`src/hw/lockPkg.sv`:
```
package lockPkg;

	localparam int NUM_DIGITS    = 3;
	localparam int MAX_TRIES     = 6;
	localparam int SCAN_DIV_BITS = 16; // 2^16 cycles per digit

	typedef enum logic [3:0]
	{
		key0     = 4'h0,
		key1     = 4'h1,
		key2     = 4'h2,
		key3     = 4'h3,
		key4     = 4'h4,
		key5     = 4'h5,
		key6     = 4'h6,
		key7     = 4'h7,
		key8     = 4'h8,
		key9     = 4'h9,
		keyEnter = 4'hA,
		keyClear = 4'hB,
		keyLock  = 4'hC
	} keyCodeE;

	typedef enum logic [1:0]
	{
		stIdle   = 2'd0,
		stOpen   = 2'd1,
		stLocked = 2'd2
	} lockStateE;

	typedef struct packed
	{
		logic [11:0] digits; // digit 0 in low nibble
		logic [1:0]  count;
	} keyEntryT;

	typedef struct packed
	{
		lockStateE  state;
		logic [2:0] tries;
	} lockStatusT;

	typedef enum logic [3:0]
	{
		gly0     = 4'h0,
		gly1     = 4'h1,
		gly2     = 4'h2,
		gly3     = 4'h3,
		gly4     = 4'h4,
		gly5     = 4'h5,
		gly6     = 4'h6,
		gly7     = 4'h7,
		gly8     = 4'h8,
		gly9     = 4'h9,
		glyP     = 4'hA,
		glyA     = 4'hB,
		glyS     = 4'hC,
		glyDash  = 4'hD,
		glyBlank = 4'hE
	} glyphE;

	// segments gfedcba, active high
	localparam logic [7:0] SEG_TABLE [0:15] = '{
		8'h3f, 8'h06, 8'h5b, 8'h4f,
		8'h66, 8'h6d, 8'h7d, 8'h07,
		8'h7f, 8'h6f,
		8'h73, // P
		8'h77, // A
		8'h6d, // S
		8'h40, // dash
		8'h00, // blank
		8'h00
	};

endpackage

```
`src/hw/comboLock.sv`:
```
`timescale 1ns/1ps

module comboLock
	import lockPkg::*;
#(
	parameter int scanDivBits = SCAN_DIV_BITS
)
(
	input  logic        CLK,
	input  logic        rst,
	input  logic        keyValid,
	input  keyCodeE     keyCode,
	input  logic [11:0] secret,
	output logic [7:0]  segOut,
	output logic [3:0]  digitSel
);

	keyEntryT   entry;
	lockStatusT status;
	logic       submit;
	logic       clearEntry;

	keyEntry u_keyEntry
	(
		.CLK        (CLK),
		.rst        (rst),
		.keyValid   (keyValid),
		.keyCode    (keyCode),
		.clearEntry (clearEntry),
		.entry      (entry),
		.submit     (submit)
	);

	lockChecker u_lockChecker
	(
		.CLK        (CLK),
		.rst        (rst),
		.entry      (entry),
		.submit     (submit),
		.secret     (secret),
		.status     (status),
		.clearEntry (clearEntry)
	);

	digitScanner #(
		.scanDivBits (scanDivBits)
	) u_digitScanner
	(
		.CLK      (CLK),
		.rst      (rst),
		.entry    (entry),
		.status   (status),
		.segOut   (segOut),
		.digitSel (digitSel)
	);

endmodule

```
`src/hw/digitScanner.sv`:
```
`timescale 1ns/1ps

module digitScanner
	import lockPkg::*;
#(
	parameter int scanDivBits = SCAN_DIV_BITS
)
(
	input  logic       CLK,
	input  logic       rst,
	input  keyEntryT   entry,
	input  lockStatusT status,
	output logic [7:0] segOut,
	output logic [3:0] digitSel
);

	logic [scanDivBits+1:0] divCnt;
	logic [1:0]             pos;
	glyphE                  glyph;
	logic [3:0]             selD;
	logic [7:0]             segQ;
	logic [3:0]             selQ;

	always_ff @(posedge CLK)
	begin
		if (rst)
			divCnt <= '0;
		else
			divCnt <= divCnt + 1'b1;
	end

	assign pos = divCnt[scanDivBits+1 -: 2]; // top two bits

	// active-low select, position 0 rightmost
	always_comb
	begin
		case (pos)
			2'd0:
				selD = 4'b1110;
			2'd1:
				selD = 4'b1101;
			2'd2:
				selD = 4'b1011;
			default:
				selD = 4'b0111;
		endcase
	end

	// glyph for current position
	always_comb
	begin
		glyph = glyBlank;
		case (status.state)
			stOpen:
			begin
				case (pos)
					2'd3:
						glyph = glyP;
					2'd2:
						glyph = glyA;
					default:
						glyph = glyS;
				endcase
			end
			stLocked:
				glyph = glyDash;
			default:
			begin
				if (pos == 2'd3)
					glyph = glyphE'({1'b0, status.tries});
				else if (pos < entry.count)
					glyph = glyphE'(entry.digits[4*pos +: 4]);
				else
					glyph = glyBlank; // not typed yet
			end
		endcase
	end

	always_ff @(posedge CLK)
	begin
		if (rst)
		begin
			selQ <= 4'b1110;
			segQ <= '0;
		end
		else
		begin
			selQ <= selD;
			segQ <= SEG_TABLE[glyph];
		end
	end

	assign digitSel = selQ;
	assign segOut   = segQ;

	selOneHot: assert property (@(posedge CLK) disable iff (rst)
		$onehot(~digitSel))
		else $error("digitSel not one-hot low");

endmodule

```
`src/hw/keyEntry.sv`:
```
`timescale 1ns/1ps

module keyEntry
	import lockPkg::*;
(
	input  logic     CLK,
	input  logic     rst,
	input  logic     keyValid,
	input  keyCodeE  keyCode,
	input  logic     clearEntry,
	output keyEntryT entry,
	output logic     submit
);

	keyEntryT entryQ;
	logic     submitQ;

	logic     isDigit;
	logic     doShift;
	logic     doClear;
	logic     doSubmit;
	logic     entryFull;

	assign isDigit   = (keyCode <= key9);
	assign entryFull = (entryQ.count >= 2'(NUM_DIGITS));

	// key decode
	always_comb
	begin
		doShift  = 1'b0;
		doClear  = 1'b0;
		doSubmit = 1'b0;
		if (keyValid)
		begin
			if (isDigit)
				doShift = !entryFull; // fourth digit dropped
			else
			begin
				case (keyCode)
					keyEnter:
						doSubmit = !submitQ;
					keyClear:
						doClear = 1'b1;
					keyLock:
					begin
						// empty submit, read as relock downstream
						doClear  = 1'b1;
						doSubmit = !submitQ;
					end
					default:
						; // unused codes
				endcase
			end
		end
	end

	always_ff @(posedge CLK)
	begin
		if (rst)
		begin
			entryQ  <= '0;
			submitQ <= 1'b0;
		end
		else
		begin
			submitQ <= doSubmit;
			if (doClear || clearEntry)
				entryQ <= '0;
			else if (doShift)
			begin
				entryQ.digits <= {entryQ.digits[4*NUM_DIGITS-5:0], 4'(keyCode)};
				entryQ.count  <= entryQ.count + 2'd1;
			end
		end
	end

	assign entry  = entryQ;
	assign submit = submitQ;

	// lockChecker takes one submit per compare
	submitSingle: assert property (@(posedge CLK) disable iff (rst)
		submit |=> !submit)
		else $error("submit high two cycles in a row");

endmodule

```
`src/hw/lockChecker.sv`:
```
`timescale 1ns/1ps

module lockChecker
	import lockPkg::*;
(
	input  logic        CLK,
	input  logic        rst,
	input  keyEntryT    entry,
	input  logic        submit,
	input  logic [11:0] secret,
	output lockStatusT  status,
	output logic        clearEntry
);

	lockStatusT statusQ;
	lockStatusT statusD;
	logic       clearQ;
	logic       clearD;

	logic       codeMatch;
	logic       entryEmpty;
	logic       lastTry;

	assign codeMatch  = (entry.digits == secret);
	assign entryEmpty = (entry.count == 2'd0);
	assign lastTry    = (statusQ.tries == 3'(MAX_TRIES - 1));

	// next state
	always_comb
	begin
		statusD = statusQ;
		clearD  = 1'b0;
		if (submit)
		begin
			case (statusQ.state)
				stIdle:
				begin
					// an empty entry is not a try
					if (!entryEmpty)
					begin
						clearD = 1'b1;
						if (codeMatch)
							statusD.state = stOpen;
						else if (lastTry)
						begin
							statusD.tries = 3'(MAX_TRIES);
							statusD.state = stLocked;
						end
						else
							statusD.tries = statusQ.tries + 3'd1;
					end
				end
				stOpen:
				begin
					if (entryEmpty) // keyLock
					begin
						statusD.state = stIdle;
						statusD.tries = 3'd0;
						clearD        = 1'b1;
					end
				end
				stLocked:
					; // held until rst
				default:
				begin
					statusD.state = stIdle;
					statusD.tries = 3'd0;
				end
			endcase
		end
	end

	always_ff @(posedge CLK)
	begin
		if (rst)
		begin
			statusQ.state <= stIdle;
			statusQ.tries <= 3'd0;
			clearQ        <= 1'b0;
		end
		else
		begin
			statusQ <= statusD;
			clearQ  <= clearD;
		end
	end

	assign status     = statusQ;
	assign clearEntry = clearQ;

	triesInRange: assert property (@(posedge CLK) disable iff (rst)
		statusQ.tries <= 3'(MAX_TRIES))
		else $error("tries above MAX_TRIES");

	lockoutHeld: assert property (@(posedge CLK) disable iff (rst)
		statusQ.state == stLocked |=> statusQ.state == stLocked)
		else $error("left lockout without reset");

endmodule

```
`config.mk`:
```
export PLATFORM = sky130hd
export DESIGN_NAME = comboLock
export DESIGN_NICKNAME = d
export VERILOG_FILES = /design/src/hw/lockPkg.sv /design/src/hw/comboLock.sv /design/src/hw/digitScanner.sv /design/src/hw/keyEntry.sv /design/src/hw/lockChecker.sv
export SDC_FILE = /design/constraint.sdc
export NUM_CORES = 1
export LEC_CHECK = 0
export BUFFER_PORTS_ARGS = -buffer_cell sky130_fd_sc_hd__buf_4
export CAP_MARGIN = 20
export CORE_ASPECT_RATIO = 1.4
export CORE_MARGIN = 2
export CORE_UTILIZATION = 40
export DETAILED_ROUTE_END_ITERATION = 7
export GPL_ROUTABILITY_DRIVEN = 0
export PLACE_DENSITY = 0.65
export SYNTH_ARGS = -nofsm -noshare
export SYNTH_HDL_FRONTEND = slang
export SYNTH_SLANG_ARGS = --single-unit
```
`constraint.sdc`:
```
create_clock -name CLK -period 2.9 [get_ports CLK]
set_clock_uncertainty 0.1 [all_clocks]
set_input_delay 0.29 -clock CLK [delete_from_list [all_inputs] [get_ports CLK]]
set_output_delay 0.29 -clock CLK [all_outputs]
set_load 0.05 [all_outputs]
```
==> results of run 1 <==
-- layer usage --
metal,vias up,global-route usage,wire [µm]
met5,-,0,0
met4,0,0.0587,115
met3,9,0.0266,131
met2,26,0.298,2970
met1,1032,0.165,2230
li1,1092,-,-
-- sequential cells by signal (all words and copies together) (netlist names) --
signal,flops
u_digitScanner.divCnt,18
u_keyEntry.entry,14
u_digitScanner.segOut,7
u_lockChecker.status,5
u_digitScanner.digitSel,4
u_keyEntry.submit,1
u_lockChecker.clearEntry,1
-- layout make-up --
| class | instances | area (µm²) | area share |
|---|---|---|---|
| multi-input combinational | 221 | 1620 | 0.517 |
| sequential | 50 | 1000 | 0.320 |
| timing repair buffer | 30 | 225 | 0.0721 |
| tap | 92 | 115 | 0.0368 |
| clock buffer | 7 | 96.3 | 0.0308 |
| inverter | 17 | 63.8 | 0.0204 |
| clock inverter | 1 | 8.76 | 0.00280 |
-- synth_stat cells, drive strengths merged (2+ instances only) --
master   count
a21o         3
nor3b        2
nand4        6
a22oi        3
nor2b        7
inv         17
or3          3
mux2i       14
nor4         3
o2111ai      2
mux2         4
ha          15
a211o        2
buf          5
nand2b       6
nor3         7
xnor2       19
a21oi        9
nand2       14
and3         2
xor2         9
o21ai        5
nor2        41
nand3       13
clkbuf       6
a31oi        3
dfxtp       50
o32ai        2
nand3b       4
a221oi       4
-- critical path, stage by stage (launching register included) --
cell and delay (ns):
dfxtp_1 0.81, nor2b_1 0.10, a211o_1 0.30, o221ai_2 0.32, inv_1 0.16, ha_1 0.31, inv_1 0.07, o2111ai_1 0.10
o2111ai_1 0.14, o41ai_2 0.10
-- worst min-delay path by stage --
stage	cells after the start	startpoint	end	slack (ns)
2_1_floorplan	1	rst	u_digitScanner.segOut[3]$_SDFF_PP0_	0.29
3_3_place_gp	2	u_digitScanner.divCnt[7]$_SDFF_PP0_	u_digitScanner.divCnt[7]$_SDFF_PP0_	0.37
3_5_place_dp	2	u_digitScanner.divCnt[7]$_SDFF_PP0_	u_digitScanner.divCnt[7]$_SDFF_PP0_	0.39
4_1_cts	3	keyCode[2]	u_keyEntry.entry[4]$_SDFFE_PP0P_	0.14
5_1_grt	3	keyCode[1]	u_keyEntry.entry[3]$_SDFFE_PP0P_	0.14
6_report	3	keyCode[0]	u_keyEntry.entry[2]$_SDFFE_PP0P_	0.15
-- power by group through the flow --
stage          combinational [mW]  clock, mW  sequential [mW]
6_report                    0.298      0.444            0.736
3_3_place_gp                0.294          0            0.752
2_1_floorplan               0.165          0            0.803
3_5_place_dp                0.298          0            0.753
5_1_grt                     0.323      0.493            0.741
4_1_cts                     0.300      0.464            0.737
-- kinds of logic (layout without fill, tap and decap cells) --
| logic type | Yosys count | in the layout | synth area share |
|---|---|---|---|
| fa+ha+maj | 15 | 15 | 0.0684 |
| buf+inv | 28 | 55 | 0.0474 |
| xor+xnor | 28 | 28 | 0.0894 |
| simple gates | 112 | 112 | 0.206 |
| mux | 18 | 18 | 0.0689 |
| other cells | 1 | 1 | 0.00137 |
| compound gates | 47 | 47 | 0.154 |
| flops | 50 | 50 | 0.365 |
-- stage by stage --
stage                     area [µm²]  worst slack (ns)
final                           3130             0.267
after global routing            3130            0.0195
after CTS                       3120             0.254
after detailed placement        3020             0.274
after global placement          3020             0.337
after floorplan                 2740             0.434
==> flow_summary.json, run 1 <==
{
  "outcome": "finished, final reports clean",
  "htree_levels": 2,
  "num_rows": 35,
  "vias_per_cell": 5.17,
  "drt-total-wl_mm": 5.45,
  "swShare": 0.284,
  "ys_types": 60,
  "die-area_um2": 7550,
  "final_cells": 418,
  "rr_endpoint": "u_digitScanner.segOut[3]$_SDFF_PP0_",
  "initial_core_util": 0.415,
  "avgSynthCellArea_um2": 9.18,
  "rsz0062_at_grt": "no",
  "grt_max_degree": 35,
  "worst_slew_pin_slew_ns": 0.851,
  "cellPowerDensity_nw_per_um2": 473,
  "power.share.clock": 0.300,
  "pwr-share-seq": 0.498,
  "numPortBuffers": 29,
  "dr.pass1.iters": 4,
  "cp.arrival_ns": 2.72,
  "cp-startpoint": "u_digitScanner.divCnt[16]$_SDFF_PP0_",
  "crit_type": "reg -> reg",
  "period_minus_slack_ns": 2.63,
  "numCtsBuffers": 5,
  "clkSinkCount": 50,
  "ctsResizeCount": 0,
  "nNetsFinal": 359,
  "synth.top_cell.area_share": 0.365,
  "holdWs_ns": 0.146,
  "finalSetupTns_ns": 0,
  "fin_crit_sh": 0.908,
  "antenna_found_initial": 0,
  "gr-usage-all-layers": 0.156,
  "internal_power_mw": 1.06,
  "power_frac_comb": 0.202,
  "worstPathMaxFanout": 19,
  "leakage_nw": 1.25,
  "hold_viol": 0,
  "yosysWarnings": 0,
  "wl_per_cell_um": 13.0,
  "synth_top_area_cell": "dfxtp_1",
  "drc_errors": 0,
  "grt_pass1_vias": 2077,
  "core_um2": 6610,
  "cts_tree": "yes",
  "critical_path_required_ns": 2.99,
  "final_util": 0.473,
  "dieHeight_um": 102,
  "start_kind": "flip-flop",
  "max-slew-margin-rel": 0.431,
  "layout_commonest_cell": "dfxtp_1",
  "dpl.hpwl_mm": 4.16,
  "hold_path.class": "in -> reg",
  "fillers": 636,
  "endpoint_kind": "flip-flop",
  "drtIter0Drc": 91,
  "vias": 2159,
  "synth_edf_count": 0,
  "r2r-start": "u_digitScanner.divCnt[16]$_SDFF_PP0_",
  "die_x_um": 74,
  "cts_setup_buffers": 0,
  "ios": 31,
  "root_buffer": "clkbuf_8",
  "rr_worst_depth": 9,
  "synthTopCellsByArea": "dfxtp_1 36%, ha_1 6.8%, xnor2_1 6.1%, nor2_1 5.6%, mux2i_1 5.1%",
  "ant_nets": 0,
  "setup_viol": 0,
  "switchingPower_mw": 0.420,
  "irDropWorstVdd_uv": 349,
  "cap_violations": 0,
  "drive_above_1_share": 0.178,
  "synth_ff_type": "dfxtp_1",
  "place_inst": 410,
  "clk_path_buf_depth": 2,
  "power_mw": 1.48,
  "reg2reg_slack_ns": 0.27,
  "async_flop_share": 0,
  "seq_area_frac_synth": 0.365,
  "antenna_cells": 0,
  "clk_latency_ns": 0.30,
  "syn_area_um2": 2740,
  "mostFrequentLayoutCells": "50 x dfxtp_1, 41 x nor2_1, 30 x buf_4, 19 x xnor2_1, 17 x inv_1",
  "slew_viol_final": 0,
  "hold_buffers": 0,
  "clk_pin_slew_ns": 0.09,
  "syn-num-nets": 333,
  "ys_ff_latch": 50,
  "fmax_mhz": 380,
  "syn_inst": 299,
  "crit_path_end": "u_digitScanner.segOut[3]$_SDFF_PP0_",
  "syn_to_final_growth_pct": 13.9,
  "grt.overflow.total": 0,
  "grt_first_pass_wirelength_mm": 9.25
}
Power figures use the tool's default switching activity.
==> inputs of run 2 (changes only) <==
Settings changed: CORE_MARGIN 2 to not set.
==> run 2 against run 1 <==
Compared with the run above: power down 1.7%; die area shrank 4.6%; wire length increased by 1.5%; combinational power barely moved; flip-flop and latch count stayed put; cell count increased by 0.24%; critical path type unchanged; critical endpoint unchanged.
==> flow_summary.json, run 2 (synthesis gave the netlist of run 1 again) <==
{
  "hold_path.class": "in -> reg",
  "setup_slack_ns": 0.229,
  "fmax_mhz": 374,
  "layout_commonest_cell": "dfxtp_1",
  "grt_max_degree": 35,
  "hold_buffers": 0,
  "critical_path.cell_chain": "inv_1 > ha_1 > and2b_1 > a221oi_1 > a21oi_2 > inv_1 > ha_1 > inv_1 > o2111ai_1 > o2111ai_1 > o41ai_2",
  "drc_errors": 0,
  "vias_per_cell": 5.11,
  "irDropWorstVdd_uv": 207,
  "leakage_nw": 1.25,
  "finalSetupTns_ns": 0,
  "grt.met1_usage": 0.180,
  "die-area_um2": 7200,
  "drive_above_1_share": 0.177,
  "max-slew-margin-rel": 0.467,
  "clk_pin_slew_ns": 0.09,
  "cellPowerDensity_nw_per_um2": 465,
  "drtIter0Drc": 96,
  "grtUsageMet2": 0.318,
  "critical_path_required_ns": 2.99,
  "root_buffer": "clkbuf_8",
  "place_ws_ns": 0.257,
  "vias": 2141,
  "clk_path_buf_depth": 2,
  "ctsResizeCount": 0,
  "placed_area_um2": 3030,
  "design_area_um2": 3120,
  "setup_viol": 0,
  "cp.arrival_ns": 2.76,
  "start_kind": "flip-flop",
  "grt_pass1_vias": 2118,
  "fin_crit_sh": 0.921,
  "wl_per_cell_um": 13.2,
  "crit_buf_inv": 3,
  "core_um2": 6610,
  "rsz0062_at_grt": "no",
  "cap_violations": 0,
  "endpoint_kind": "flip-flop",
  "syn_to_final_growth_pct": 13.7,
  "worstPathMaxFanout": 9,
  "gr-usage-all-layers": 0.170,
  "dpl.hpwl_mm": 4.11,
  "clkSinkCount": 50,
  "ios": 31,
  "crit_top_cell": "inv_1",
  "period_minus_slack_ns": 2.67,
  "initial_core_util": 0.415,
  "cts_setup_buffers": 0,
  "antenna_found_initial": 0,
  "cpMaxStageDelayCell": "ha_1",
  "top_usage_layer": "met2",
  "htree_levels": 2,
  "outcome": "finished, final reports clean",
  "nNetsFinal": 360,
  "dr.pass1.iters": 4,
  "crit_family": "adder cells",
  "antenna_cells": 0,
  "grt_first_pass_wirelength_mm": 9.58,
  "numPortBuffers": 29,
  "die_x_um": 72,
  "slew_viol_final": 0,
  "drt-total-wl_mm": 5.53,
  "dieHeight_um": 100,
  "fillers": 634,
  "mostFrequentLayoutCells": "50 x dfxtp_1, 41 x nor2_1, 31 x buf_4, 19 x xnor2_1, 17 x inv_1",
  "numCtsBuffers": 5,
  "grt.overflow.total": 0,
  "hold_viol": 0,
  "grt_use_met3": 0.0311,
  "cts_tree": "yes",
  "max_stage_delay_ns": 0.48,
  "worst_slew_pin_slew_ns": 0.797,
  "largest_register_ffs": 18,
  "clk_latency_ns": 0.31,
  "largest_register": "u_digitScanner.divCnt",
  "ant_nets": 0,
  "crit_type": "reg -> reg",
  "num_rows": 35
}
## run 2: stage by stage
step	utilization	hold slack [ns]	cells	power [mW]
4_1_cts	0.472	0.133	419	1.48
3_3_place_gp	0.458	0.372	411	1.05
2_1_floorplan	-	0.293	299	0.968
5_1_grt	0.472	0.134	419	1.53
6_report	0.472	0.140	419	1.45
3_5_place_dp	0.458	0.393	411	1.05
## run 2: area by class of cell
cell class	count	area [µm²]	area share
clock buffer	6	82.6	0.0265
sequential	50	1000	0.321
inverter	17	63.8	0.0204
timing repair buffer	31	233	0.0746
multi-input combinational	221	1610	0.517
tap	92	115	0.0369
clock inverter	2	12.5	0.00401
## run 2: final timing paths
check | end | from | depth (start not counted) | slack, ns
worst max-delay path | u_digitScanner.segOut[3]$_SDFF_PP0_ | u_lockChecker.status[3]$_SDFFE_PP0P_ | 11 | 0.23
worst min-delay path | u_keyEntry.entry[4]$_SDFFE_PP0P_ | keyCode[2] | 3 | 0.14
worst max register to register | u_digitScanner.segOut[3]$_SDFF_PP0_ | u_lockChecker.status[3]$_SDFFE_PP0P_ | 11 | 0.23
worst min register to register | u_digitScanner.divCnt[7]$_SDFF_PP0_ | u_digitScanner.divCnt[7]$_SDFF_PP0_ | 2 | 0.41
## run 2: per-layer routing
layer / part of all wire / vias to the layer above
met1: 0.42 / 995
met3: 0.025 / 15
li1: - / 1097
met2: 0.53 / 34
met4: 0.027 / 0
met5: 0 / -
## run 2: worst reg2reg max path, delay by kind of cell, from the launching register on
family,cells,cell delay [ns]
AO/OA/AOI/OAI,5,0.76
adder cells (fa/ha/maj),2,0.80
buffers and inverters,3,0.27
flip-flops,1,0.36
AND/OR/NAND/NOR,1,0.25
## run 2: power breakdown
part / leakage (nW) / switching [mW] / internal (mW)
clock network: 0.0472 / 0.226 / 0.192
registers: 0.406 / 0.0227 / 0.714
logic: 0.796 / 0.173 / 0.125
total: 1.25 / 0.421 / 1.03
==> inputs of run 3 (changes only) <==
Clock period 2.9 ns to 2.84 ns, I/O delays scaled along.
==> run 3 against run 2 <==
Compared with the run above: sequential share of layout area is 0.48 points lower; first-iteration DRC count is 31% lower; cell area is 1.5% higher; cell count stayed put.
==> flow_summary.json, run 3 (synthesis gave the netlist of run 1 again) <==
{
  "outcome": "finished, final reports clean",
  "num_rows": 35,
  "grt.overflow.total": 0,
  "antenna_cells": 0,
  "drc_errors": 0,
  "ios": 31,
  "ant_nets": 0,
  "drive_above_1_share": 0.177,
  "final_util": 0.479,
  "placed_area_um2": 3030,
  "cp.arrival_ns": 2.68,
  "syn_to_final_growth_pct": 15.5,
  "layout_commonest_cell": "dfxtp_1",
  "dpl.hpwl_mm": 4.08,
  "clk_latency_ns": 0.30,
  "power_frac_comb": 0.182,
  "numPortBuffers": 29,
  "endpoint_kind": "flip-flop",
  "final_cells": 419,
  "finalSetupTns_ns": 0,
  "rsz0062_at_grt": "no",
  "ctsResizeCount": 0,
  "hold_buffers": 0,
  "holdWs_ns": 0.138,
  "leakage_nw": 1.27,
  "worstPathMaxFanout": 19,
  "cts_setup_buffers": 0,
  "die-area_um2": 7200,
  "start_kind": "flip-flop",
  "power_mw": 1.66,
  "critical_path_required_ns": 2.93,
  "hold_path.class": "in -> reg",
  "dr.pass1.iters": 4,
  "clkSinkCount": 50,
  "period_minus_slack_ns": 2.59,
  "setup_viol": 0,
  "grt_first_pass_wirelength_mm": 9.35,
  "crit_buf_inv": 2,
  "power.share.clock": 0.366,
  "switchingPower_mw": 0.429,
  "mostFrequentLayoutCells": "50 x dfxtp_1, 41 x nor2_1, 31 x buf_4, 19 x xnor2_1, 17 x inv_1",
  "hold_viol": 0,
  "gr-usage-all-layers": 0.165,
  "setup_slack_ns": 0.249,
  "slew_viol_final": 0,
  "largest_register": "u_digitScanner.divCnt",
  "nNetsFinal": 360,
  "numCtsBuffers": 5,
  "wl_per_cell_um": 13.0,
  "clk_path_buf_depth": 2,
  "worst_slew_pin_slew_ns": 0.781,
  "die_x_um": 72,
  "grt_pass1_vias": 2064,
  "drtIter0Drc": 66,
  "largest_register_ffs": 18,
  "max-slew-margin-rel": 0.478,
  "swShare": 0.258,
  "max_stage_delay_ns": 0.81,
  "vias": 2115,
  "fin_crit_sh": 0.912,
  "pwr-share-seq": 0.453,
  "critical_path.cell_chain": "nor2b_1 > a211o_1 > o221ai_2 > inv_1 > ha_1 > inv_1 > o2111ai_1 > o2111ai_1 > o41ai_2",
  "root_buffer": "clkbuf_8",
  "design_area_um2": 3170,
  "cpMaxStageDelayCell": "dfxtp_1",
  "initial_core_util": 0.415,
  "cellPowerDensity_nw_per_um2": 524,
  "grt_max_degree": 35,
  "cap_violations": 0,
  "dieHeight_um": 100,
  "internal_power_mw": 1.23,
  "clk_pin_slew_ns": 0.09,
  "fmax_mhz": 386,
  "antenna_found_initial": 0,
  "htree_levels": 2,
  "irDropWorstVdd_uv": 319,
  "cts_tree": "yes",
  "crit_family": "compound AO/OA/AOI/OAI gates",
  "drt-total-wl_mm": 5.43,
  "place_ws_ns": 0.277,
  "vias_per_cell": 5.05,
  "core_um2": 6610,
  "crit_type": "reg -> reg",
  "place_inst": 411
}
run 3: cell types whose count changed in the layout (fill, tap and decap cells not counted):
cell | previous run | this run
bufinv_16 | 0 | 2
clkinv_2 | 1 | 0
clkinvlp_4 | 1 | 0
run 3: power by group through the flow:
stage          registers, mW  clock network [mW]  logic (mW)
6_report               0.752               0.607       0.302
5_1_grt                0.756               0.659       0.328
4_1_cts                0.753               0.631       0.305
3_5_place_dp           0.769                   0       0.304
3_3_place_gp           0.768                   0       0.303
2_1_floorplan          0.820                   0       0.168
run 3: routing by layer:
metal  GRT usage  share of wire
met5           0              0
met4      0.0694          0.022
met2       0.308           0.53
met1       0.176           0.42
met3      0.0341          0.032
run 3: final cells by class:
class,instances,area (µm²)
sequential,50,1000
clock buffer,6,82.6
clock inverter,2,60.1
tap,92,115
multi-input combinational,221,1610
inverter,17,63.8
timing repair buffer,31,233
fill,633,3440
run 3: worst register-to-register path, delay by kind of cell, from the launching register on:
kind                       cells  cell delay [ns]
AOI/OAI and AO/OA              5             0.95
adders and majority gates      1             0.29
buffers and inverters          2             0.23
DFF                            1             0.81
and+or+nand+nor                1             0.10
run 3: worst paths after layout:
kind	start	end	slack, ns	depth (start not counted)
hold reg to reg	u_digitScanner.divCnt[7]$_SDFF_PP0_	u_digitScanner.divCnt[7]$_SDFF_PP0_	0.39	2
hold / removal	keyCode[3]	u_keyEntry.submit$_SDFF_PP0_	0.14	3
setup / recovery	u_digitScanner.divCnt[16]$_SDFF_PP0_	u_digitScanner.segOut[3]$_SDFF_PP0_	0.25	9
setup reg to reg	u_digitScanner.divCnt[16]$_SDFF_PP0_	u_digitScanner.segOut[3]$_SDFF_PP0_	0.25	9
